File: src/logic/bubble_pkg.sv
`default_nettype none

package bubble_pkg;

    typedef logic [2:0]  img_t;         // flash image select
    typedef logic [11:0] pos_t;         // absolute bubble position
    typedef logic [11:0] page_t;        // bubble page number
    typedef logic [14:0] buf_addr_t;    // bubble output buffer address
    typedef logic [23:0] flash_addr_t;  // 00 iii pppppppppppp 0000000
    typedef logic [11:0] map_addr_t;    // bad-loop map index
    typedef logic [11:0] bit_cnt_t;     // bits moved within one phase

    typedef enum logic [2:0] {
        ph_idle,
        ph_wait_release,
        ph_cmd,
        ph_boot,
        ph_map,
        ph_fill,
        ph_page
    } load_phase_t;

    localparam int PAGE_COUNT = 2053;                // data pages per image
    localparam int PAGE_SHIFT = 45;                  // position to page rotation
    localparam page_t BOOT_PAGE = 12'h805;           // bootloader and map live here
    localparam int BOOT_BITS = 2656;
    localparam int MAP_BITS = 1168;
    localparam int FILL_LOOPS = 6;                   // leading filler loops in a page
    localparam int PAGE_LOOPS = 1030;                // good loops carrying data
    localparam buf_addr_t BOOT_BUF_BASE = 15'd4106;
    localparam buf_addr_t PAGE_BUF_BASE = 15'd14336;
    localparam logic [7:0] READ_CMD = 8'h03;         // plain read with 24-bit address

endpackage

`default_nettype wire
File: src/logic/flash_read_if.sv
`timescale 1ns/1ps
`default_nettype none

interface flash_read_if import bubble_pkg::*; ();

    logic        start;      // open a read at addr
    flash_addr_t addr;
    logic        next;       // one more bit please
    logic        stop;       // release chip select
    logic        bit_valid;
    logic        bit_data;
    logic        ready;      // reader can take start or next

    modport loader (
        output start, addr, next, stop,
        input  bit_valid, bit_data, ready
    );

    modport reader (
        input  start, addr, next, stop,
        output bit_valid, bit_data, ready
    );

endinterface

`default_nettype wire

File: src/logic/bubble_loader.sv
`timescale 1ns/1ps
`default_nettype none

module bubble_loader import bubble_pkg::*; (
    input  wire logic       MCLK,
    input  wire logic       rst,
    input  wire img_t       img_num,
    input  wire logic [1:0] acc_type,
    input  wire pos_t       abs_pos,
    flash_read_if.loader    flash,
    output logic            map_clear,
    output logic            map_wr,
    output logic            map_wr_data,
    output logic            map_rd,
    input  wire logic       map_rd_data,
    output logic            conv,
    output pos_t            conv_pos,
    input  wire page_t      page,
    output logic            buf_wr,
    output buf_addr_t       buf_addr,
    output logic            buf_data,
    output logic            busy
);

    load_phase_t phase;
    logic [1:0]  step;        // sub-step inside a phase
    bit_cnt_t    cnt;         // bits or good loops done in this phase
    logic        req_d;       // acc_type[1] last cycle
    logic        page_mode;   // 1 = page load, 0 = boot load
    page_t       fetch_page;

    assign fetch_page = page_mode ? page : BOOT_PAGE;

    always_ff @(posedge MCLK)
    begin
        if (rst)
        begin
            phase       <= ph_idle;
            step        <= '0;
            cnt         <= '0;
            req_d       <= 1'b1;   // a request held from reset is not an edge
            busy        <= 1'b0;
            buf_wr      <= 1'b0;
            map_wr      <= 1'b0;
            map_rd      <= 1'b0;
            map_clear   <= 1'b0;
            conv        <= 1'b0;
            flash.start <= 1'b0;
            flash.next  <= 1'b0;
            flash.stop  <= 1'b0;
        end
        else
        begin
            req_d       <= acc_type[1];
            buf_wr      <= 1'b0;
            map_wr      <= 1'b0;
            map_rd      <= 1'b0;
            map_clear   <= 1'b0;
            conv        <= 1'b0;
            flash.start <= 1'b0;
            flash.next  <= 1'b0;
            flash.stop  <= 1'b0;
            if (buf_wr)
                buf_addr <= buf_addr + buf_addr_t'(1);

            case (phase)
                ph_idle:
                begin
                    if (acc_type[1] && !req_d)
                    begin
                        page_mode <= acc_type[0];
                        conv_pos  <= abs_pos + pos_t'(1);  // emulator is one position ahead
                        conv      <= acc_type[0];
                        map_clear <= 1'b1;                 // rewind both map counters
                        busy      <= 1'b1;
                        step      <= '0;
                        phase     <= ph_cmd;
                    end
                end
                ph_wait_release:
                begin
                    busy <= 1'b0;
                    if (!acc_type[1])
                        phase <= ph_idle;
                end
                ph_cmd:
                begin
                    if (step != 2'd3)
                        step <= step + 2'd1;
                    if (step == 2'd1)
                    begin
                        flash.start <= 1'b1;               // page is valid by now
                        flash.addr  <= {2'b00, img_num, fetch_page, 7'b0};
                    end
                    if (step == 2'd3 && flash.ready)
                    begin
                        step     <= '0;
                        cnt      <= '0;
                        buf_addr <= page_mode ? PAGE_BUF_BASE : BOOT_BUF_BASE;
                        phase    <= page_mode ? ph_fill : ph_boot;
                    end
                end
                ph_boot, ph_map:
                begin
                    if (step == 2'd0)
                    begin
                        if (flash.ready)
                        begin
                            flash.next <= 1'b1;
                            step       <= 2'd1;
                        end
                    end
                    else if (flash.bit_valid)
                    begin
                        buf_wr   <= 1'b1;
                        buf_data <= flash.bit_data;
                        step     <= '0;
                        cnt      <= cnt + bit_cnt_t'(1);
                        if (phase == ph_map)
                        begin
                            map_wr      <= 1'b1;           // map goes to buffer and table
                            map_wr_data <= flash.bit_data;
                            if (cnt == bit_cnt_t'(MAP_BITS - 1))
                            begin
                                flash.stop <= 1'b1;
                                phase      <= ph_wait_release;
                            end
                        end
                        else if (cnt == bit_cnt_t'(BOOT_BITS - 1))
                        begin
                            cnt   <= '0;
                            phase <= ph_map;
                        end
                    end
                end
                default:
                begin
                    case (step)
                        2'd0:
                        begin
                            map_rd <= 1'b1;
                            step   <= 2'd1;
                        end
                        2'd1:
                            step <= 2'd2;                  // map data due next cycle
                        2'd2:
                        begin
                            if (!map_rd_data)
                            begin
                                buf_wr   <= 1'b1;          // bad loop takes no flash bit
                                buf_data <= 1'b0;
                                step     <= '0;
                            end
                            else if (phase == ph_fill)
                            begin
                                buf_wr   <= 1'b1;
                                buf_data <= 1'b1;
                                step     <= '0;
                                cnt      <= cnt + bit_cnt_t'(1);
                                if (cnt == bit_cnt_t'(FILL_LOOPS - 1))
                                begin
                                    cnt   <= '0;
                                    phase <= ph_page;
                                end
                            end
                            else
                            begin
                                flash.next <= 1'b1;
                                step       <= 2'd3;
                            end
                        end
                        default:
                        begin
                            if (flash.bit_valid)
                            begin
                                buf_wr   <= 1'b1;
                                buf_data <= flash.bit_data;
                                step     <= '0;
                                cnt      <= cnt + bit_cnt_t'(1);
                                if (cnt == bit_cnt_t'(PAGE_LOOPS - 1))
                                begin
                                    flash.stop <= 1'b1;
                                    phase      <= ph_wait_release;
                                end
                            end
                        end
                    endcase
                end
            endcase
        end
    end

    a_wr_in_load: assert property (@(posedge MCLK) disable iff (rst)
        buf_wr |-> busy)
        else $error("buffer write outside a load");

endmodule

`default_nettype wire

File: src/flat_wrapper.sv
// flat-port wrapper written by rule: the top's interface ports become plain ports
module bubble_loader_flat import bubble_pkg::*;
  (MCLK, rst, img_num, acc_type, abs_pos, map_clear, map_wr, map_wr_data, map_rd, map_rd_data, conv, conv_pos, page, buf_wr, buf_addr, buf_data, busy, flash_start, flash_addr, flash_next, flash_stop, flash_bit_valid, flash_bit_data, flash_ready);
  flash_read_if flash_i ();
  input  wire logic MCLK;
  input  wire logic rst;
  input  wire img_t img_num;
  input  wire logic [1:0] acc_type;
  input  wire pos_t abs_pos;
  output logic map_clear;
  output logic map_wr;
  output logic map_wr_data;
  output logic map_rd;
  input  wire logic map_rd_data;
  output logic conv;
  output pos_t conv_pos;
  input  wire page_t page;
  output logic buf_wr;
  output buf_addr_t buf_addr;
  output logic buf_data;
  output logic busy;
  output wire logic [$bits(flash_i.start)-1:0] flash_start;
  output wire logic [$bits(flash_i.addr)-1:0] flash_addr;
  output wire logic [$bits(flash_i.next)-1:0] flash_next;
  output wire logic [$bits(flash_i.stop)-1:0] flash_stop;
  input wire logic [$bits(flash_i.bit_valid)-1:0] flash_bit_valid;
  input wire logic [$bits(flash_i.bit_data)-1:0] flash_bit_data;
  input wire logic [$bits(flash_i.ready)-1:0] flash_ready;
  assign flash_start = flash_i.start;
  assign flash_addr = flash_i.addr;
  assign flash_next = flash_i.next;
  assign flash_stop = flash_i.stop;
  assign flash_i.bit_valid = flash_bit_valid;
  assign flash_i.bit_data = flash_bit_data;
  assign flash_i.ready = flash_ready;
  bubble_loader u_core (.MCLK(MCLK), .rst(rst), .img_num(img_num), .acc_type(acc_type), .abs_pos(abs_pos), .flash(flash_i), .map_clear(map_clear), .map_wr(map_wr), .map_wr_data(map_wr_data), .map_rd(map_rd), .map_rd_data(map_rd_data), .conv(conv), .conv_pos(conv_pos), .page(page), .buf_wr(buf_wr), .buf_addr(buf_addr), .buf_data(buf_data), .busy(busy));
endmodule
File: config.mk
export PLATFORM = sky130hd
export DESIGN_NAME = bubble_loader_flat
export DESIGN_NICKNAME = d
export VERILOG_FILES = /design/src/logic/bubble_pkg.sv /design/src/logic/flash_read_if.sv /design/src/logic/bubble_loader.sv /design/src/flat_wrapper.sv
export SDC_FILE = /design/constraint.sdc
export NUM_CORES = 1
export LEC_CHECK = 0
export ABC_AREA = 1
export BUFFER_PORTS_ARGS = -buffer_cell sky130_fd_sc_hd__buf_4
export CORE_UTILIZATION = 45
export CTS_CLUSTER_SIZE = 20
export DETAILED_ROUTE_END_ITERATION = 10
export PLACE_DENSITY = 0.77
export SKIP_LAST_GASP = 1
export SLEW_MARGIN = 15
export SYNTH_ARGS = -nofsm -noshare
export SYNTH_HDL_FRONTEND = slang
export SYNTH_SLANG_ARGS = --single-unit
export TNS_END_PERCENT = 10
File: constraint.sdc
create_clock -name MCLK -period 5.5 [get_ports MCLK]
set_input_delay 1.1 -clock MCLK [delete_from_list [all_inputs] [get_ports MCLK]]
set_output_delay 1.1 -clock MCLK [all_outputs]
set_load 0.01 [all_outputs]
## Word level (Yosys, flattened, before mapping)

Cells that the tools add are included.

| storage, ports and cells | value |
|---|---|
| memory bits (writable) | 0 |
| memories | 0 |
| input bits | 35 |
| bits in latches | 0 |
| bits in read-only memories | 0 |
| output and inout bits | 62 |
| flip-flop bits (word level) | 72 |
| word-level logic and storage cells | 165 |

| cells by class | value |
|---|---|
| multiply operators | 0 |
| muxes and demuxes | 73 |
| equality and inequality tests | 31 |
| order comparisons | 0 |
| reductions and logical operators | 27 |
| divide/modulo/power cells | 0 |
| shift operators | 0 |
| add/subtract/negate cells | 4 |
| bitwise logic cells | 10 |

Operators with widths:

| kind | number |
|---|---|
| two-way mux 12 bit | 9 |
| two-way mux 15 bit | 3 |
| two-way mux 3 bit | 14 |
| case mux 12 bit (3 select lines) | 1 |
| two-way mux 1 bit | 25 |
| adder 12 x 1 -> 12 bit (second input constant) | 2 |
| equality test 12 x 11 -> 1 bit (second input constant) | 2 |
| case mux 12 bit (2 select lines) | 1 |
| two-way mux 2 bit | 8 |
| adder 15 x 1 -> 15 bit (second input constant) | 1 |
| two-way mux 14 bit | 1 |
| case mux 1 bit (2 select lines) | 7 |
| AND reduction 13 bit | 1 |
| equality test 12 bit (second input constant) | 1 |
| equality test 12 x 3 -> 1 bit (second input constant) | 1 |
| != test 6 x 5 -> 1 bit (second input constant) | 2 |
| case mux 3 bit (4 select lines) | 1 |
| NOT 1 bit | 10 |
| AND reduction 5 bit | 2 |
| OR reduction 2 bit | 5 |
| != test 3 x 1 -> 1 bit (second input constant) | 3 |
| OR reduction 3 bit | 3 |
| != test 2 bit (second input constant) | 4 |
| != test 4 x 3 -> 1 bit (second input constant) | 2 |
| other kinds (28) | 36 |

## Depth between registers and ports, before layout

| logic depth | value |
|---|---|
| word-level depth | 6 |
| gate-level depth with buffers | 13 |
| depth with buffers taken out | 13 |

## Least setup slack after synthesis

Ideal clock, no wire load.

| timing path | value |
|---|---|
| kind | input -> register |
| start | in rst |
| end | reg u_core.flash.addr[10], enable pin |
| data arrival time | 2.401 ns |
| stages on the path | 2 |
| library setup time | 0.406 ns |
| path slack | 2.693 ns |
| path through | clkbuf_1 -> nor3_1 |

| on the way | value |
|---|---|
| cells in the longest elaborated chain, start to end | 2 |

RTL lines:

| item | RTL line | text |
|---|---|---|
| start, declared | flat_wrapper.sv:6 | `input wire logic rst;` |
| NOT 1 bit (no source line) | - |  |
| AND reduction 3 bit (no source line) | - |  |
| end signal, assigned | bubble_loader.sv:93 | `flash.addr <= {2'b00, img_num, fetch_page, 7'b0};` |
| end, declared | flash_read_if.sv:15 | `output start, addr, next, stop,` |

Every way passes these cells.
A chain may end at the register's enable or synchronous reset.

## Worst setup path in the final report

| timing path | value |
|---|---|
| start | in rst |
| end | reg u_core.conv_pos[5], enable pin |

| on the way | value |
|---|---|
| cells in the longest elaborated chain, start to end | 2 |

RTL lines:

| item | RTL line | text |
|---|---|---|
| NOT 1 bit (no source line) | - |  |
| AND reduction 3 bit (no source line) | - |  |
| end signal, assigned | bubble_loader.sv:72 | `conv_pos <= abs_pos + pos_t'(1);` |
| end, declared | bubble_loader.sv:17 | `output pos_t conv_pos,` |

Every way passes these cells.

==> PnR_summary.wiki <==
{| class="wikitable"
! Metric !! Value
|-
| Status || completed
|-
| Grt met1 use || 27.8%
|-
| Die span in y || 96.2 um
|-
| Pre-CTS worst setup slack || 2.55 ns
|-
| Setup slack on the worst flop-to-flop path || 3.42 ns
|-
| Relative contribution of combinational cells to total power || 28.1%
|-
| HP Class || flop to flop
|-
| Critical Path Slowest Stage Cell || sky130_fd_sc_hd__clkinv_1
|-
| Met3 track utilization from global routing || 3.24%
|-
| Leading cell types in the layout, fill and taps excluded || 118 x sky130_fd_sc_hd__nand2_1, 88 x sky130_fd_sc_hd__buf_4, 70 x sky130_fd_sc_hd__inv_1, 59 x sky130_fd_sc_hd__nor2_1, 45 x sky130_fd_sc_hd__edfxtp_1
|-
| Antenna violations before repair || 0
|-
| Antenna viol nets, final || 0
|-
| Multi-input gate area in the final layout || 1750 um^2
|-
| Crit Path Max Fanout || 18
|-
| Gate count after technology mapping || 496
|-
| Post-Route WL || 9020 um
|-
| Via count of the first global-routing pass || 3206
|-
| Endpoint of the worst hold-timing path || u_core.busy
|-
| Launch point of the worst hold path || u_core.busy
|-
| Half-perimeter wire length after detailed placement || 6900 um
|-
| First-pass iteration count of the detailed router || 5
|-
| Setup violations, final || 0
|-
| Arrival time worst endpoint || 2.58 ns
|-
| Count of maximum capacitance violations || 0
|-
| Peak supply drop || 187 uV
|-
| Wire length of the first global-routing pass || 14600 um
|-
| Endpoint of the worst-slack reg-to-reg timing path || u_core.cnt[9]
|-
| Required arrival time at the worst endpoint || 5.52 ns
|-
| Total track usage || 20.4%
|-
| Number of synthesis warnings || 0
|-
| CTS max path bufs || 2
|-
| Post-synthesis sequential area ratio || 47.4%
|-
| TritonCTS clock tree || done
|-
| Share of the clock period used by the worst path || 46.4%
|-
| Number of instances resized during post-cts repair || 0
|-
| Worst max-slew margin expressed relative to the limit || 50.6%
|-
| Number of inserted diodes || 0
|-
| Reported leakage power || 2.33 nW
|-
| Maximum operating frequency || 392 MHz
|-
| Number of synthesized register bits || 72
|-
| Most frequent CP cell || sky130_fd_sc_hd__buf_4
|-
| Count of endpoints failing hold in the final timing report || 0
|-
| Core ar. || 8380 um^2
|-
| Top-level port count || 97
|-
| Fill count || 728
|-
| Combined flip-flop and latch cell area || 1890 um^2
|-
| Buffer count from post-CTS setup fixing || 0
|-
| Largest net degree at the start of global routing || 19
|-
| Placed instance count || 682
|-
| Setup slack after layout || 2.95 ns
|-
| Via density per instance || 5.02
|-
| Internal power consumption || 0.000970 W
|-
| CTS root buf || sky130_fd_sc_hd__clkbuf_8
|-
| Sum of negative setup slack || 0 ns
|-
| Sw frac || 34.2%
|-
| Die width || 96.2 um
|-
| Cell-by-cell trace of the critical path || buf_4 -> clkinv_1 -> buf_4 -> nand2_1 -> inv_1
|-
| RePlAce Congestion || 0.943
|-
| Critical path's largest stage delay || 0.49 ns
|-
| Wire length per cell || 12.9 um
|-
| Tightest Pin Transition || 0.739 ns
|-
| Post-Route Skew || 0.0140 ns
|-
| Via count || 3502
|-
| Pwr per Cell Area || 300 nW/um^2
|-
| Number of design rule violations left after detail routing || 0
|-
| Routing layer with the top usage in global route || met2
|-
| Avg Inst Size Synth || 8.04 um^2
|-
| Kind of cell adding the most delay to the critical path || buffers and inverters
|-
| Fin. max-slew vios || 0
|-
| Nets || 632
|-
| Final min period || 2.55 ns
|-
| P&R area growth vs syn || 23.3%
|-
| Number of hold-repair buffers added at the cts stage || 0
|-
| Clock transition at the register clock pins on the worst setup and hold paths after CTS || 0.08 ns
|-
| DR iter-0 viols || 236
|-
| CTS H-tree lvls || 3
|-
| Clock Sinks || 72
|-
| Total design power || 0.00148 W
|-
| Share of post-route cells with drive strength above 1 || 22.1%
|-
| Worst hold path cell count || 2
|-
| Unrepaired setup endpoints after global routing || no
|-
| R2r startpoint || u_core.phase[2]
|-
| Number of buffers added by the clock tree synthesis step || 9
|-
| Startpoint types || input pin
|-
| Met2 GRT Util || 32.5%
|-
| Worst r2r path cells || 11
|-
| Non-filler instance count after layout || 698
|-
| Area enclosed by the die boundary || 9240 um^2
|-
| Relative contribution of sequential cells to total power || 43.8%
|-
| Clock Power Share || 28.2%
|-
| Kind of end point of the critical path || flop
|-
| Number of port buffers || 87
|-
| Remaining Overflow, GRT || 0
|-
| Synthesized cell area || 3990 um^2
|-
| Clock latency on the worst-skew pair || 0.34 ns
|-
| Most frequent standard cell in the layout excluding fill and tap cells || sky130_fd_sc_hd__nand2_1
|-
| Starting density of the core || 47.6%
|-
| Count of cell types in the netlist || 37
|-
| Site Rows || 33
|-
| Critical path start-end classification || input pin to flop
|-
| Buffering stage count on the worst path with inverters included || 4
|-
| Reported net switching power || 0.000505 W
|}
-- cells in the mapped netlist --
library cell	number	area share (%)
sky130_fd_sc_hd__nor2_2	5	0.78
sky130_fd_sc_hd__buf_2	1	0.13
sky130_fd_sc_hd__or2_2	2	0.31
sky130_fd_sc_hd__nand3_1	30	3.8
sky130_fd_sc_hd__nor2_1	59	5.6
sky130_fd_sc_hd__buf_6	1	0.28
sky130_fd_sc_hd__o21ai_1	1	0.13
sky130_fd_sc_hd__clkbuf_1	4	0.38
sky130_fd_sc_hd__nand2_2	5	0.78
sky130_fd_sc_hd__nand4_1	14	2.2
sky130_fd_sc_hd__xnor2_1	9	2.0
sky130_fd_sc_hd__nand2_4	2	0.56
sky130_fd_sc_hd__nand2_1	118	11
sky130_fd_sc_hd__inv_2	5	0.47
sky130_fd_sc_hd__ha_1	9	2.8
sky130_fd_sc_hd__buf_4	9	1.7
sky130_fd_sc_hd__nand3_2	5	1.3
sky130_fd_sc_hd__o22ai_1	1	0.16
sky130_fd_sc_hd__nor3b_1	3	0.56
sky130_fd_sc_hd__o21bai_1	1	0.19
sky130_fd_sc_hd__mux2i_1	3	0.75
sky130_fd_sc_hd__nand3b_1	2	0.38
sky130_fd_sc_hd__nor4_1	1	0.16
sky130_fd_sc_hd__edfxtp_1	45	34
sky130_fd_sc_hd__o32ai_1	1	0.22
sky130_fd_sc_hd__clkinv_1	1	0.094
sky130_fd_sc_hd__o21ai_0	14	1.8
sky130_fd_sc_hd__dfxtp_1	27	14
sky130_fd_sc_hd__inv_1	70	6.6
sky130_fd_sc_hd__conb_1	1	0.094
sky130_fd_sc_hd__a22oi_1	1	0.19
sky130_fd_sc_hd__xor2_1	11	2.4
sky130_fd_sc_hd__a21oi_1	20	2.5
sky130_fd_sc_hd__a31oi_1	1	0.16
sky130_fd_sc_hd__nor2_4	2	0.56
sky130_fd_sc_hd__nor3_1	11	1.4
sky130_fd_sc_hd__o21ai_2	1	0.22
-- state kept, by name, summed over array words and instances (netlist names), 2 cells and up --
register           cells
u_core.step            2
u_core.phase           3
u_core.cnt            12
u_core.flash.addr     15
u_core.conv_pos       12
u_core.buf_addr       15
-- through the flow --
step                cell area (um^2)  hold WS [ns]  utilization, %
finish                          4920         0.476            58.7
global route                    4920         0.498            58.7
CTS                             4910         0.483            58.6
detailed placement              4720         0.470            56.3
global placement                4720         0.470            56.3
floorplan                       4020         0.475               -
-- power groups by stage --
| stage | Sequential, W | Clock, W | Combinational (W) |
|---|---|---|---|
| floorplan | 0.000659 | 0 | 0.000292 |
| global route | 0.000652 | 0.000444 | 0.000467 |
| global placement | 0.000656 | 0 | 0.000402 |
| finish | 0.000645 | 0.000416 | 0.000414 |
| detailed placement | 0.000658 | 0 | 0.000406 |
| CTS | 0.000646 | 0.000423 | 0.000408 |
-- worst max-delay path by stage --
| stage | startpoint | to | slack (ns) | cells after the start |
|---|---|---|---|---|
| floorplan | rst | u_core.flash.addr[10] | 2.69 | 2 |
| global placement | rst | u_core.conv_pos[3] | 2.67 | 5 |
| detailed placement | rst | u_core.conv_pos[1] | 2.55 | 5 |
| CTS | rst | u_core.conv_pos[0] | 2.91 | 5 |
| global route | rst | u_core.conv_pos[5] | 2.74 | 5 |
| finish | rst | u_core.conv_pos[5] | 2.95 | 5 |
-- final cells by class --
type / instances / share of cell area [%]
Timing Repair Buffer: 88 / 13.4
Clock buffer: 10 / 2.59
Clock inverter: 6 / 1.37
Inverter: 76 / 5.80
Multi-Input combinational cell: 341 / 35.7
Tap cell: 105 / 2.67
Sequential cell: 72 / 38.5
-- layer usage --
| metal | share of wire [%] | up-vias |
|---|---|---|
| li1 | - | 1764 |
| met4 | 1.5 | 0 |
| met3 | 6.0 | 12 |
| met5 | 0 | - |
| met2 | 47 | 137 |
| met1 | 45 | 1589 |
-- cells by family (layout without fill, tap and decap cells) --
logic type	count (synthesis)	in the layout	synth area share (%)
multiplexers	3	3	0.753
AO/OA/AOI/OAI	41	41	5.52
AND/OR/NAND/NOR	259	259	29.4
XOR/XNOR	20	20	4.39
buffers and inverters	91	180	9.63
adder cells (fa/ha/maj)	9	9	2.82
other	1	9	0.0940
flip-flops	72	72	47.4
-- worst register-to-register path, cell delays in order (launching register included) --
cell	delay [ns]
sky130_fd_sc_hd__dfxtp_1	0.40
sky130_fd_sc_hd__inv_2	0.17
sky130_fd_sc_hd__nand3_2	0.26
sky130_fd_sc_hd__inv_2	0.23
sky130_fd_sc_hd__nor2_2	0.07
sky130_fd_sc_hd__nand2_1	0.09
sky130_fd_sc_hd__nand3_2	0.08
sky130_fd_sc_hd__nor2_2	0.40
sky130_fd_sc_hd__nand2_1	0.11
sky130_fd_sc_hd__nand2_1	0.08
sky130_fd_sc_hd__nand2_1	0.05
sky130_fd_sc_hd__nor2_1	0.09
(Power assumes the default switching activity.)
