--- config.mk ---
export PLATFORM = sky130hd
export DESIGN_NAME = position_page
export DESIGN_NICKNAME = d
export VERILOG_FILES = /design/src/logic/bubble_pkg.sv /design/src/logic/position_page.sv
export SDC_FILE = /design/constraint.sdc
export NUM_CORES = 1
export LEC_CHECK = 0
export BUFFER_PORTS_ARGS = -buffer_cell sky130_fd_sc_hd__buf_2
export CAP_MARGIN = 20
export CORE_MARGIN = 2
export CORE_UTILIZATION = 57
export CTS_BUF_LIST = sky130_fd_sc_hd__clkbuf_4 sky130_fd_sc_hd__clkbuf_8
export CTS_CLUSTER_DIAMETER = 120
export CTS_CLUSTER_SIZE = 14
export DETAILED_ROUTE_END_ITERATION = 16
export GPL_TIMING_DRIVEN = 0
export PLACE_DENSITY = 0.82
export SLEW_MARGIN = 30
export SYNTH_ARGS = -nofsm -noshare
export SYNTH_HDL_FRONTEND = slang
export SYNTH_SLANG_ARGS = --single-unit
export TNS_END_PERCENT = 100
--- constraint.sdc ---
create_clock -name MCLK -period 4.35 [get_ports MCLK]
set_clock_uncertainty 0.05 [all_clocks]
set_input_delay 0.87 -clock MCLK [delete_from_list [all_inputs] [get_ports MCLK]]
set_output_delay 0.87 -clock MCLK [all_outputs]
set_load 0.005 [all_outputs]
--- src/logic/bubble_pkg.sv ---
`default_nettype none

package bubble_pkg;

    typedef logic [2:0]  img_t;         // flash image select
    typedef logic [11:0] pos_t;         // absolute bubble position
    typedef logic [11:0] page_t;        // bubble page number
    typedef logic [14:0] buf_addr_t;    // bubble output buffer address
    typedef logic [23:0] flash_addr_t;  // 00 iii pppppppppppp 0000000
    typedef logic [11:0] map_addr_t;    // bad-loop map index
    typedef logic [11:0] bit_cnt_t;     // bits moved within one phase

    typedef enum logic [2:0] {
        ph_idle,
        ph_wait_release,
        ph_cmd,
        ph_boot,
        ph_map,
        ph_fill,
        ph_page
    } load_phase_t;

    localparam int PAGE_COUNT = 2053;                // data pages per image
    localparam int PAGE_SHIFT = 45;                  // position to page rotation
    localparam page_t BOOT_PAGE = 12'h805;           // bootloader and map live here
    localparam int BOOT_BITS = 2656;
    localparam int MAP_BITS = 1168;
    localparam int FILL_LOOPS = 6;                   // leading filler loops in a page
    localparam int PAGE_LOOPS = 1030;                // good loops carrying data
    localparam buf_addr_t BOOT_BUF_BASE = 15'd4106;
    localparam buf_addr_t PAGE_BUF_BASE = 15'd14336;
    localparam logic [7:0] READ_CMD = 8'h03;         // plain read with 24-bit address

endpackage

`default_nettype wire
--- src/logic/position_page.sv ---
`timescale 1ns/1ps
`default_nettype none

module position_page import bubble_pkg::*; (
    input  wire logic  MCLK,
    input  wire logic  rst,
    input  wire logic  conv,
    input  wire pos_t  pos,
    output page_t      page
);

    logic [12:0] sum;    // rotated position before reduction

    assign sum = {1'b0, pos} + 13'(PAGE_SHIFT);

    always_ff @(posedge MCLK)
    begin
        if (rst)
            page <= '0;
        else if (conv)
        begin
            // positions near the top of the 12-bit range wrap twice
            if (sum >= 13'(2 * PAGE_COUNT))
                page <= page_t'(sum - 13'(2 * PAGE_COUNT));
            else if (sum >= 13'(PAGE_COUNT))
                page <= page_t'(sum - 13'(PAGE_COUNT));
            else
                page <= page_t'(sum);
        end
    end

    a_page_range: assert property (@(posedge MCLK) disable iff (rst)
        conv |=> page < page_t'(PAGE_COUNT))
        else $error("converted page out of range");

endmodule

`default_nettype wire

== Word-level counts from Yosys, hierarchy flattened ==
Cells that the tools add are included.

* Bits in registers: 12
* Latch bits: 0
* RAM bits: 0
* Bits in read-only memories: 0
* Bits of input ports: 15
* Output and inout port bits: 12
* Memories: 0

* Add/subtract/negate cells: 3
* $mul: 0
* Divide/modulo/power cells: 0
* Magnitude comparators: 2
* Equal/unequal tests: 0
* Shift-type cells: 0
* Mux-type cells: 2
* Bitwise operators: 0
* Reductions and logical operators: 0

{| class="wikitable"
|+ Operators by type and width
! operator !! number
|-
| two-way mux 12 bit || 2
|-
| adder 12 x 6 -> 13 bit, second input constant || 1
|-
| greater-or-equal comparator 13 x 12 -> 1 bit, second input constant || 1
|-
| greater-or-equal comparator 13 bit, second input constant || 1
|-
| subtractor 12 bit, second input constant || 1
|-
| subtractor 12 x 4 -> 12 bit, second input constant || 1
|}

== Longest topological paths before layout ==
Gate-level depths: netlist (run 1).

* Word-level depth: 4
* Mapped depth: 11
* Gate-level depth less buffers: 11

== Worst setup path before layout (run 1) ==
No wires, ideal clock.

* Path kind: input -> register
* From: input port pos[0]
* To: register page[6]
* Library setup time: 0.103 ns
* Arrival time: 3.231 ns
* Slack: 0.965 ns
* Stages on the path: 9
* Cell sequence: ha_1 > o31a_1 > or4_4 > a22o_1 > o311ai_4 > o311ai_1 > a22oi_2 > nand3b_1 > a2111oi_2

* Cells in the longest elaborated chain, start to end: 4
* Elaborated cells on any way between the ends: 7

{| class="wikitable"
|+ RTL lines
! element !! RTL line !! RTL
|-
| start, declared || position_page.sv:8 || <nowiki>input wire pos_t pos,</nowiki>
|-
| adder 12 x 6 -> 13 bit (*) || position_page.sv:14 || <nowiki>assign sum = {1'b0, pos} + 13'(PAGE_SHIFT);</nowiki>
|-
| subtractor 12 bit or greater-or-equal comparator 13 x 12 -> 1 bit (tied branches) || position_page.sv:26, position_page.sv:25 ||
|-
| two-way mux 12 bit || position_page.sv:25 || <nowiki>else if (sum >= 13'(PAGE_COUNT))</nowiki>
|-
| two-way mux 12 bit (*) || position_page.sv:23 || <nowiki>if (sum >= 13'(2 * PAGE_COUNT))</nowiki>
|-
| end signal, assigned || position_page.sv:24 || <nowiki>page <= page_t'(sum - 13'(2 * PAGE_COUNT));</nowiki>
|-
| end signal, assigned || position_page.sv:26 || <nowiki>page <= page_t'(sum - 13'(PAGE_COUNT));</nowiki>
|-
| end signal, assigned || position_page.sv:28 || <nowiki>page <= page_t'(sum);</nowiki>
|-
| end, declared || position_page.sv:9 || <nowiki>output page_t page</nowiki>
|}

Mark *: on every way between the ends. The rest lies on a longest branch, timed or not.
A chain may end at the register's enable or synchronous reset.

== Worst setup path after layout (run 1) ==
* From: input port pos[0]
* To: register page[8]

Same word-level chain as after synthesis.

==> summary.txt, run 1 <==
Run status
  – Status: complete, no violations

Die
  – Die Y: 52.7 um
  – Core area: 2230 um^2
  – Die W: 52.7 um
  – Starting Density: 60.5%
  – Die area: 2780 um^2
  – Number of cell rows: 17
  – I/O pin total: 27

Place
  – Dpl ws: 520 ps
  – Port Buf Inserts: 24
  – GPL Wtd Cong: 0.839
  – DP HPWL: 2710 um
  – Cells after DPL: 221

Worst setup path
  – Worst setup SP type: input pin
  – Worst r2r src: page[10]
  – CP required: 4460 ps
  – Worst Path Arrival: 3700 ps
  – Setup crit start: pos[0]
  – Worst R2R End: page[10]
  – Critical path endpoint category: register
  – Crit-path max FO: 10
  – Worst reg2reg path depth: 3
  – Reg2Reg Setup Slack: 3490 ps
  – Critical path class: in -> reg

Layout
  – Synth-to-layout area growth: 13.1%
  – Top flop regs: page: 12 flops
  – Final Non-Filler Cells: 224
  – Share of cells above drive strength 1: 24.5%
  – Commonest cells after routing, fill and taps aside: buf_2, nor2_1, nand2_1, dfxtp_1, inv_1
  – Largest register FFs: 12
  – Diodes inserted: 0
  – Commonest non-fill, non-tap cell in the layout: buf_2
  – Largest Register: page
  – Final net count: 219
  – Fillers: 206

Clocking
  – Clock Tree Buf Depth: 2
  – Post-CTS resize count: 0
  – Clock transition at path regs: 70 ps
  – Setup Buffers After CTS: 0
  – # hold bufs at CTS: 0
  – CTS tree: built
  – Clock root buffer: clkbuf_4
  – Num CTS Buffers: 3
  – H-tree depth: 1
  – Worst-Skew Late Latency: 270 ps
  – Clk sinks: 12

Power
  – Logic pwr share: 39.9%
  – VDD IR max: 0.175 mV
  – Final Power: 0.318 mW
  – Seq pwr share: 38.9%
  – P_sw: 0.116 mW
  – Leakage: 0.652 nW
  – Clock power share: 21.2%
  – Switching part of the total: 36.4%
  – Cell internal pwr: 0.202 mW
  – Power per Cell Area: 208 nW/um^2

Route
  – # DRC: 0
  – Vias per inst: 6.21
  – DRT iter0 DRCs: 32
  – Total Routed Length: 3340 um
  – DR vias: 1392
  – DR WL/cell: 14.9 um
  – Post-DRT Antenna Nets: 0
  – Pre-Repair DR Iteration Count: 4

Logic synthesis
  – Mapped Nets: 190
  – Netlist cell types: 64
  – Seq cells post-synth: 12
  – Mean Syn Cell Area: 8.00 um^2
  – Post-synth EDFFs: 0
  – Leading area contributor after synthesis: dfxtp_1
  – Most common flop cell mapped by yosys: dfxtp_1
  – Ys Warns: 0
  – Register area share after synthesis: 17.8%
  – Post-Syn Area: 1350 um^2
  – Area share of the largest cell type after synthesis: 17.8%
  – Synth area leaders: dfxtp_1, ha_1, nand2_1
  – Async S/R FF share, synth: 0%
  – Syn Inst Count: 169

STA
  – Worst slew pin tran: 746 ps
  – Worst hold margin: 417 ps
  – Fin Setup TNS: 0 ps
  – Setup Viol. Count Final: 0
  – Final WS setup: 769 ps
  – Rel. slew slack: 49.8%
  – Hold Fails Final Rpt: 0
  – Min Tclk post-route: 3580 ps
  – Max Clock Freq: 279 MHz
  – Period utilization: 82.3%
  – Max-slew violations: 0
  – RSZ-0062 raised after global routing: false

Global routing
  – First-pass GRT wire length: 5470 um
  – Largest net degree at the start of global routing: 11
  – GRT Util Overall: 26.1%
  – Initial antenna violation count: 0
  – Vias in the first global route: 1321
  – Gr ovfl total: 0

Hold path
  – Min-delay worst type: reg -> reg
  – Hold path cells: 2
  – Hold Path Sink: page[0]
  – Hold wc startpoint: page[0]

Flow run
  – Max-cap violations: 0
## power by group through the flow
| stage | logic (mW) | clock network, mW | registers [mW] |
|---|---|---|---|
| finish | 0.127 | 0.0674 | 0.124 |
| global route | 0.140 | 0.0726 | 0.124 |
| CTS | 0.126 | 0.0678 | 0.124 |
| detailed placement | 0.126 | 0 | 0.126 |
| global placement | 0.120 | 0 | 0.126 |
| floorplan | 0.0842 | 0 | 0.127 |
## how the worst max path moves through the flow
stage	to	depth (start not counted)
4_1_cts	page[6]	11
3_3_place_gp	page[10]	10
2_1_floorplan	page[6]	9
5_1_grt	page[6]	11
3_5_place_dp	page[6]	11
6_report	page[8]	11
## synth_stat cells, types with 2 or more instances
cell type / instances
a21oi_1: 7
nor3_1: 3
nor2_1: 18
a31oi_1: 2
a22o_1: 2
inv_1: 11
buf_2: 2
xor2_1: 3
nand2b_1: 2
a211o_1: 4
nand3_1: 4
o21ai_0: 9
and3_1: 3
nand2_1: 18
a211oi_1: 3
a311oi_1: 3
o22ai_1: 3
xnor2_1: 6
or2_2: 2
o311ai_1: 2
ha_1: 6
o2111ai_1: 2
dfxtp_1: 12
or4_1: 2
## kinds of logic after synthesis
group	synth area share, %
and+or+nand+nor	24.8
AOI/OAI and AO/OA	36.6
buffers and inverters	7.41
DFF	17.8
xor gates and xnor gates	7.04
adders and majority gates	5.56
muxes	0.833
## critical path, cell delays in order
cell and delay [ps]:
buf_2 150, ha_1 240, clkbuf_8 170, xnor2_1 300
inv_1 90, ha_1 200, o21ai_0 610, o311ai_1 230
a22oi_2 330, nand2_1 150, o311ai_1 340
## metrics by stage
| stage | util, % | area, um^2 |
|---|---|---|
| floorplan | - | 1350 |
| global placement | 67.5 | 1510 |
| detailed placement | 67.5 | 1510 |
| CTS | 68.5 | 1530 |
| global route | 68.5 | 1530 |
| finish | 68.5 | 1530 |
## routing by layer
metal	global-route usage, %	share of wire [%]
met2	49.0	52
met1	29.4	41
met5	0	0
met4	10.7	1.5
met3	2.57	5.5
## cell type report
cell class	instances	area, um^2	share of cell area [%]
Buffer	7	58.8	3.85
Clock buffer	3	22.5	1.47
Inverter	11	41.3	2.70
Multi-Input combinational cell	139	1010	66.1
Sequential cell	12	240	15.7
Tap cell	28	35.0	2.29
Timing Repair Buffer	24	120	7.86
(Power assumes the default switching activity.)
==> inputs of run 2 (changes only) <==
- ABC_AREA: unset -> 1
- CORE_UTILIZATION: 57 -> 52
- PLACE_DENSITY: 0.82 -> 0.78
- clock period: 4.35 -> 3.2 ns (I/O delays scaled with it)
==> run 2 against run 1 <==
Area after synthesis up 13%. Worst hold slack better by 61 ps. Clock power up 78%. Via count up 17%. Count of clock-buffer cells in the layout up 1. Worst setup slack worse by 490 ps. Die area up 22%. Sequential cell count unchanged. Sequential share of layout area down 1.8 points. Design area up 13%. Power up 54%. Largest power group unchanged. Highest routed layer unchanged.
==> summary.txt, run 2 <==
Logic synthesis
  – Mean Syn Cell Area: 5.75 um^2
  – Register area share after synthesis: 15.8%
  – Post-synth EDFFs: 0
  – Syn Inst Count: 265
  – Synth top cells by count: nand2_1, nor2_1, inv_1
  – Ys Warns: 0
  – Area share of the largest cell type after synthesis: 17.0%
  – Most common flop cell mapped by yosys: dfxtp_1
  – Seq cells post-synth: 12
  – Mapped Nets: 286
  – Post-Syn Area: 1520 um^2
  – Count leader, synth: nand2_1
  – Netlist cell types: 27
  – Synth area leaders: nand2_1, dfxtp_1, nor2_1
  – Async S/R FF share, synth: 0%
  – Leading area contributor after synthesis: nand2_1

Power
  – Final Power: 0.490 mW
  – Leakage: 0.971 nW
  – Cell internal pwr: 0.307 mW
  – Switching part of the total: 37.2%
  – Logic pwr share: 41.3%
  – P_sw: 0.182 mW
  – Seq pwr share: 34.1%
  – Power per Cell Area: 283 nW/um^2
  – Clock power share: 24.6%
  – VDD IR max: 0.360 mV

Route
  – # DRC: 0
  – Pre-Repair DR Iteration Count: 4
  – DR WL/cell: 9.99 um
  – DR vias: 1632
  – Vias per inst: 5.01
  – Post-DRT Antenna Nets: 0
  – DRT iter0 DRCs: 66
  – Total Routed Length: 3260 um

Global routing
  – Initial antenna violation count: 0
  – Vias in the first global route: 1468
  – First-pass GRT wire length: 5950 um
  – Largest net degree at the start of global routing: 11
  – Gr ovfl total: 0
  – GRT Util Overall: 21.9%

Layout
  – Commonest cells after routing, fill and taps aside: nand2_1, nor2_1, inv_1, nand3_1, buf_2
  – Top flop regs: page: 12 flops
  – Synth-to-layout area growth: 13.5%
  – Largest register FFs: 12
  – Final Non-Filler Cells: 326
  – Commonest non-fill, non-tap cell in the layout: nand2_1
  – Final net count: 317
  – Largest Register: page
  – Diodes inserted: 0
  – Share of cells above drive strength 1: 23.4%

Clocking
  – H-tree depth: 1
  – Num CTS Buffers: 3
  – Clock Tree Buf Depth: 2
  – CTS tree: built
  – Worst-Skew Late Latency: 270 ps
  – Post-CTS resize count: 0
  – Clock transition at path regs: 80 ps
  – Clk sinks: 12
  – Setup Buffers After CTS: 0
  – # hold bufs at CTS: 0
  – Clock root buffer: clkbuf_4

Die
  – Die area: 3380 um^2
  – I/O pin total: 27
  – Die Y: 58.1 um
  – Number of cell rows: 19
  – Die W: 58.1 um
  – Starting Density: 54.8%
  – Core area: 2780 um^2

STA
  – Min Tclk post-route: 2930 ps
  – Max Clock Freq: 342 MHz
  – Period utilization: 91.4%
  – Max-slew violations: 0
  – Hold Fails Final Rpt: 0
  – Setup Viol. Count Final: 0
  – Worst slew pin tran: 427 ps
  – RSZ-0062 raised after global routing: false
  – Fin Setup TNS: 0 ps
  – Rel. slew slack: 71.5%

Worst setup path
  – Crit-path max FO: 10
  – Worst setup SP type: input pin
  – CP required: 3320 ps
  – Critical path class: in -> reg
  – Critical path endpoint category: register
  – Worst Path Arrival: 3050 ps
  – Worst reg2reg path depth: 4

Run status
  – Status: complete, no violations

Place
  – DP HPWL: 2690 um
  – Cells after DPL: 322
  – Port Buf Inserts: 26
  – GPL Wtd Cong: 0.853

Hold path
  – Min-delay worst type: reg -> reg
  – Hold path cells: 2

Flow run
  – Max-cap violations: 0
==> run 2: cell types whose count changed after synthesis, moves of 8 or more <==
| cell | change |
|---|---|
| nand3_1 | +25 |
| nor2_1 | +24 |
| o21ai_0 | -8 |
| nand2_1 | +51 |
| nand2_2 | +17 |
| inv_1 | +24 |
==> run 2: final timing paths <==
check	startpoint	to	slack (ps)
worst max-delay path	pos[0]	page[8]	270
worst min-delay path	page[2]	page[2]	480
worst max register to register	page[8]	page[8]	2470
worst min register to register	page[2]	page[2]	480
==> run 2: cell families after synthesis <==
family,count (synthesis),share of synthesized area [%]
compound gates,10,3.94
fa+ha+maj,6,4.93
simple gates,185,58.4
buf+inv,41,10.7
flops,12,15.8
xor+xnor,11,6.32
==> run 2: routing by layer <==
| layer | GRT usage (%) | routed length (um) | vias to the layer above |
|---|---|---|---|
| met4 | 2.66 | 4 | 0 |
| met2 | 37.3 | 1560 | 18 |
| met5 | 0 | 0 | - |
| met3 | 4.91 | 84 | 2 |
| met1 | 29.0 | 1610 | 733 |
| li1 | - | - | 879 |
==> run 2: power groups by stage <==
stage                     logic, mW  clock network [mW]  registers [mW]
final                         0.202               0.120           0.167
after global routing          0.231               0.134           0.169
after CTS                     0.203               0.124           0.167
after detailed placement      0.202                   0           0.171
after global placement        0.199                   0           0.170
after floorplan               0.147                   0           0.172
==> run 2: cell type report <==
class	instances	area, um^2
flip-flops and latches	12	240
inverters	37	139
plain buffers	4	23.8
clock buffers	4	36.3
well taps	31	38.8
repair buffers	26	130
fillers	294	1050
multi-input cells	212	1120
==> run 2: through the flow <==
stage	util, %	area [um^2]	hold WS [ps]	setup WS (ps)
finish	62.2	1730	478	274
CTS	62.2	1730	482	312
floorplan	-	1520	460	488
detailed placement	60.9	1690	465	17.7
global placement	60.9	1690	455	40.7
global route	62.2	1730	504	89.8
==> run 2: worst max-delay path, stage by stage <==
cell and delay (ps):
buf_2 130, ha_1 220, nand2_1 70, inv_1 40, nor2_2 170, inv_1 110, ha_1 190, a21oi_1 230
nand3_1 200, nor2_1 210, nand2_2 110, nand2_4 120, nand2_4 90, buf_6 170, nand2_2 60, nand3_1 80
o21ai_1 160, inv_1 50
==> inputs of run 3 (changes only) <==
- PLACE_DENSITY: 0.78 -> 0.88
==> run 3 against run 2 <==
Critical path depth rose by 2. Critical path type unchanged. Global-route usage rose by 0.15 points. Power fell by 5.6%. Routed wire length rose by 3.5%.
==> summary.txt, run 3 (same netlist as run 2, synthesis figures left out) <==
Die
  – Die Y: 58.1 um
  – I/O pin total: 27
  – Die W: 58.1 um
  – Core area: 2780 um^2
  – Die area: 3380 um^2
  – Starting Density: 54.8%
  – Number of cell rows: 19

Layout
  – Core Util, Final: 61.7%
  – Commonest non-fill, non-tap cell in the layout: nand2_1
  – Diodes inserted: 0
  – Synth-to-layout area growth: 12.6%
  – Largest register FFs: 12
  – Final net count: 317
  – Share of cells above drive strength 1: 23.1%
  – Commonest cells after routing, fill and taps aside: nand2_1, nor2_1, inv_1, nand3_1, buf_2
  – Largest Register: page
  – Fillers: 280
  – Top flop regs: page: 12 flops

Route
  – Post-DRT Antenna Nets: 0
  – Total Routed Length: 3370 um
  – Vias per inst: 5.03
  – DRT iter0 DRCs: 44
  – DR vias: 1634
  – DR WL/cell: 10.4 um
  – Pre-Repair DR Iteration Count: 4
  – # DRC: 0

Power
  – Power per Cell Area: 270 nW/um^2
  – Clock power share: 19.8%
  – Leakage: 0.964 nW
  – Seq pwr share: 36.1%
  – Final Power: 0.462 mW
  – P_sw: 0.180 mW
  – Logic pwr share: 44.1%
  – Cell internal pwr: 0.282 mW
  – Switching part of the total: 39.0%
  – VDD IR max: 0.423 mV

Clocking
  – Worst-Skew Late Latency: 270 ps
  – CTS tree: built
  – H-tree depth: 1
  – Post-CTS resize count: 0
  – Clock Tree Buf Depth: 2
  – # hold bufs at CTS: 0
  – Num CTS Buffers: 3
  – Setup Buffers After CTS: 0
  – Clock root buffer: clkbuf_4
  – Clk sinks: 12
  – Clock transition at path regs: 70 ps

Global routing
  – First-pass GRT wire length: 5990 um
  – Largest net degree at the start of global routing: 11
  – Vias in the first global route: 1503
  – GRT Util Overall: 22.0%
  – Gr ovfl total: 0
  – Initial antenna violation count: 0

STA
  – Worst slew pin tran: 419 ps
  – Rel. slew slack: 72.1%
  – Hold Fails Final Rpt: 0
  – RSZ-0062 raised after global routing: false
  – Fin Setup TNS: 0 ps
  – Worst hold margin: 472 ps
  – Max-slew violations: 0
  – Max Clock Freq: 339 MHz
  – Setup Viol. Count Final: 0
  – Min Tclk post-route: 2950 ps
  – Period utilization: 92.1%

Place
  – Port Buf Inserts: 26
  – DP HPWL: 2770 um
  – GPL Wtd Cong: 0.914

Hold path
  – Hold wc startpoint: page[2]
  – Min-delay worst type: reg -> reg
  – Hold path cells: 2
  – Hold Path Sink: page[2]

Worst setup path
  – CP required: 3320 ps
  – Worst R2R End: page[11]
  – Reg2Reg Setup Slack: 2470 ps
  – Worst reg2reg path depth: 4
  – Critical path class: in -> reg
  – Worst Path Arrival: 3070 ps
  – Critical path endpoint category: register
  – Worst setup SP type: input pin
  – Worst r2r src: page[11]
  – Crit-path max FO: 10

Run status
  – Status: complete, no violations

Flow run
  – Max-cap violations: 0
==> run 3: cell count changes in the layout (fill, tap and decap cells not counted), sizes merged <==
cell and change:
clkbuf -1
==> run 3: worst max-delay path by stage <==
stage                start  endpoint  slack (ps)
detailed placement  pos[0]   page[5]          10
floorplan           pos[0]   page[3]         490
global placement    pos[0]   page[4]          60
global route        pos[0]   page[5]           8
finish              pos[0]   page[3]         250
CTS                 pos[0]   page[5]         270
==> run 3: cell type report <==
| class | instances | area, um^2 | share of cell area [%] |
|---|---|---|---|
| timing repair buffer | 26 | 130 | 7.59 |
| clock buffer | 3 | 22.5 | 1.31 |
| tap | 31 | 38.8 | 2.26 |
| sequential | 12 | 240 | 14.0 |
| multi-input combinational | 212 | 1120 | 65.4 |
| inverter | 37 | 139 | 8.10 |
| buffer | 4 | 23.8 | 1.39 |
==> run 3: critical path, cell delays in order <==
cell,delay [ps]
buf_2,130
ha_1,220
nand2_1,70
inv_1,40
nor2_2,180
inv_1,110
ha_1,190
a21oi_1,230
nand3_1,200
nor2_1,230
nand2_2,120
nand2_4,130
nand2_4,90
buf_6,170
nand2_2,50
nand2_1,40
nand2_1,50
nand3_1,60
nand2_1,60
inv_1,30
==> run 3: per-layer routing <==
layer	vias up	track usage [%]	part of all wire, %
met3	0	4.91	3.6
met2	22	39.6	50
met4	0	2.66	0
met5	-	0	0
li1	879	-	-
met1	733	27.5	47
==> run 3: per-stage QoR <==
step | setup slack (ps) | cell area, um^2 | cells
floorplan | 488 | 1520 | 265
global route | 8.09 | 1720 | 325
global placement | 62.1 | 1690 | 322
finish | 254 | 1720 | 325
detailed placement | 9.74 | 1690 | 322
CTS | 275 | 1720 | 325
==> run 3: power by group through the flow <==
stage	Sequential (mW)	Combinational [mW]	Clock, mW
finish	0.167	0.204	0.0915
global route	0.168	0.233	0.0979
CTS	0.167	0.204	0.0888
detailed placement	0.170	0.203	0
global placement	0.170	0.197	0
floorplan	0.172	0.147	0
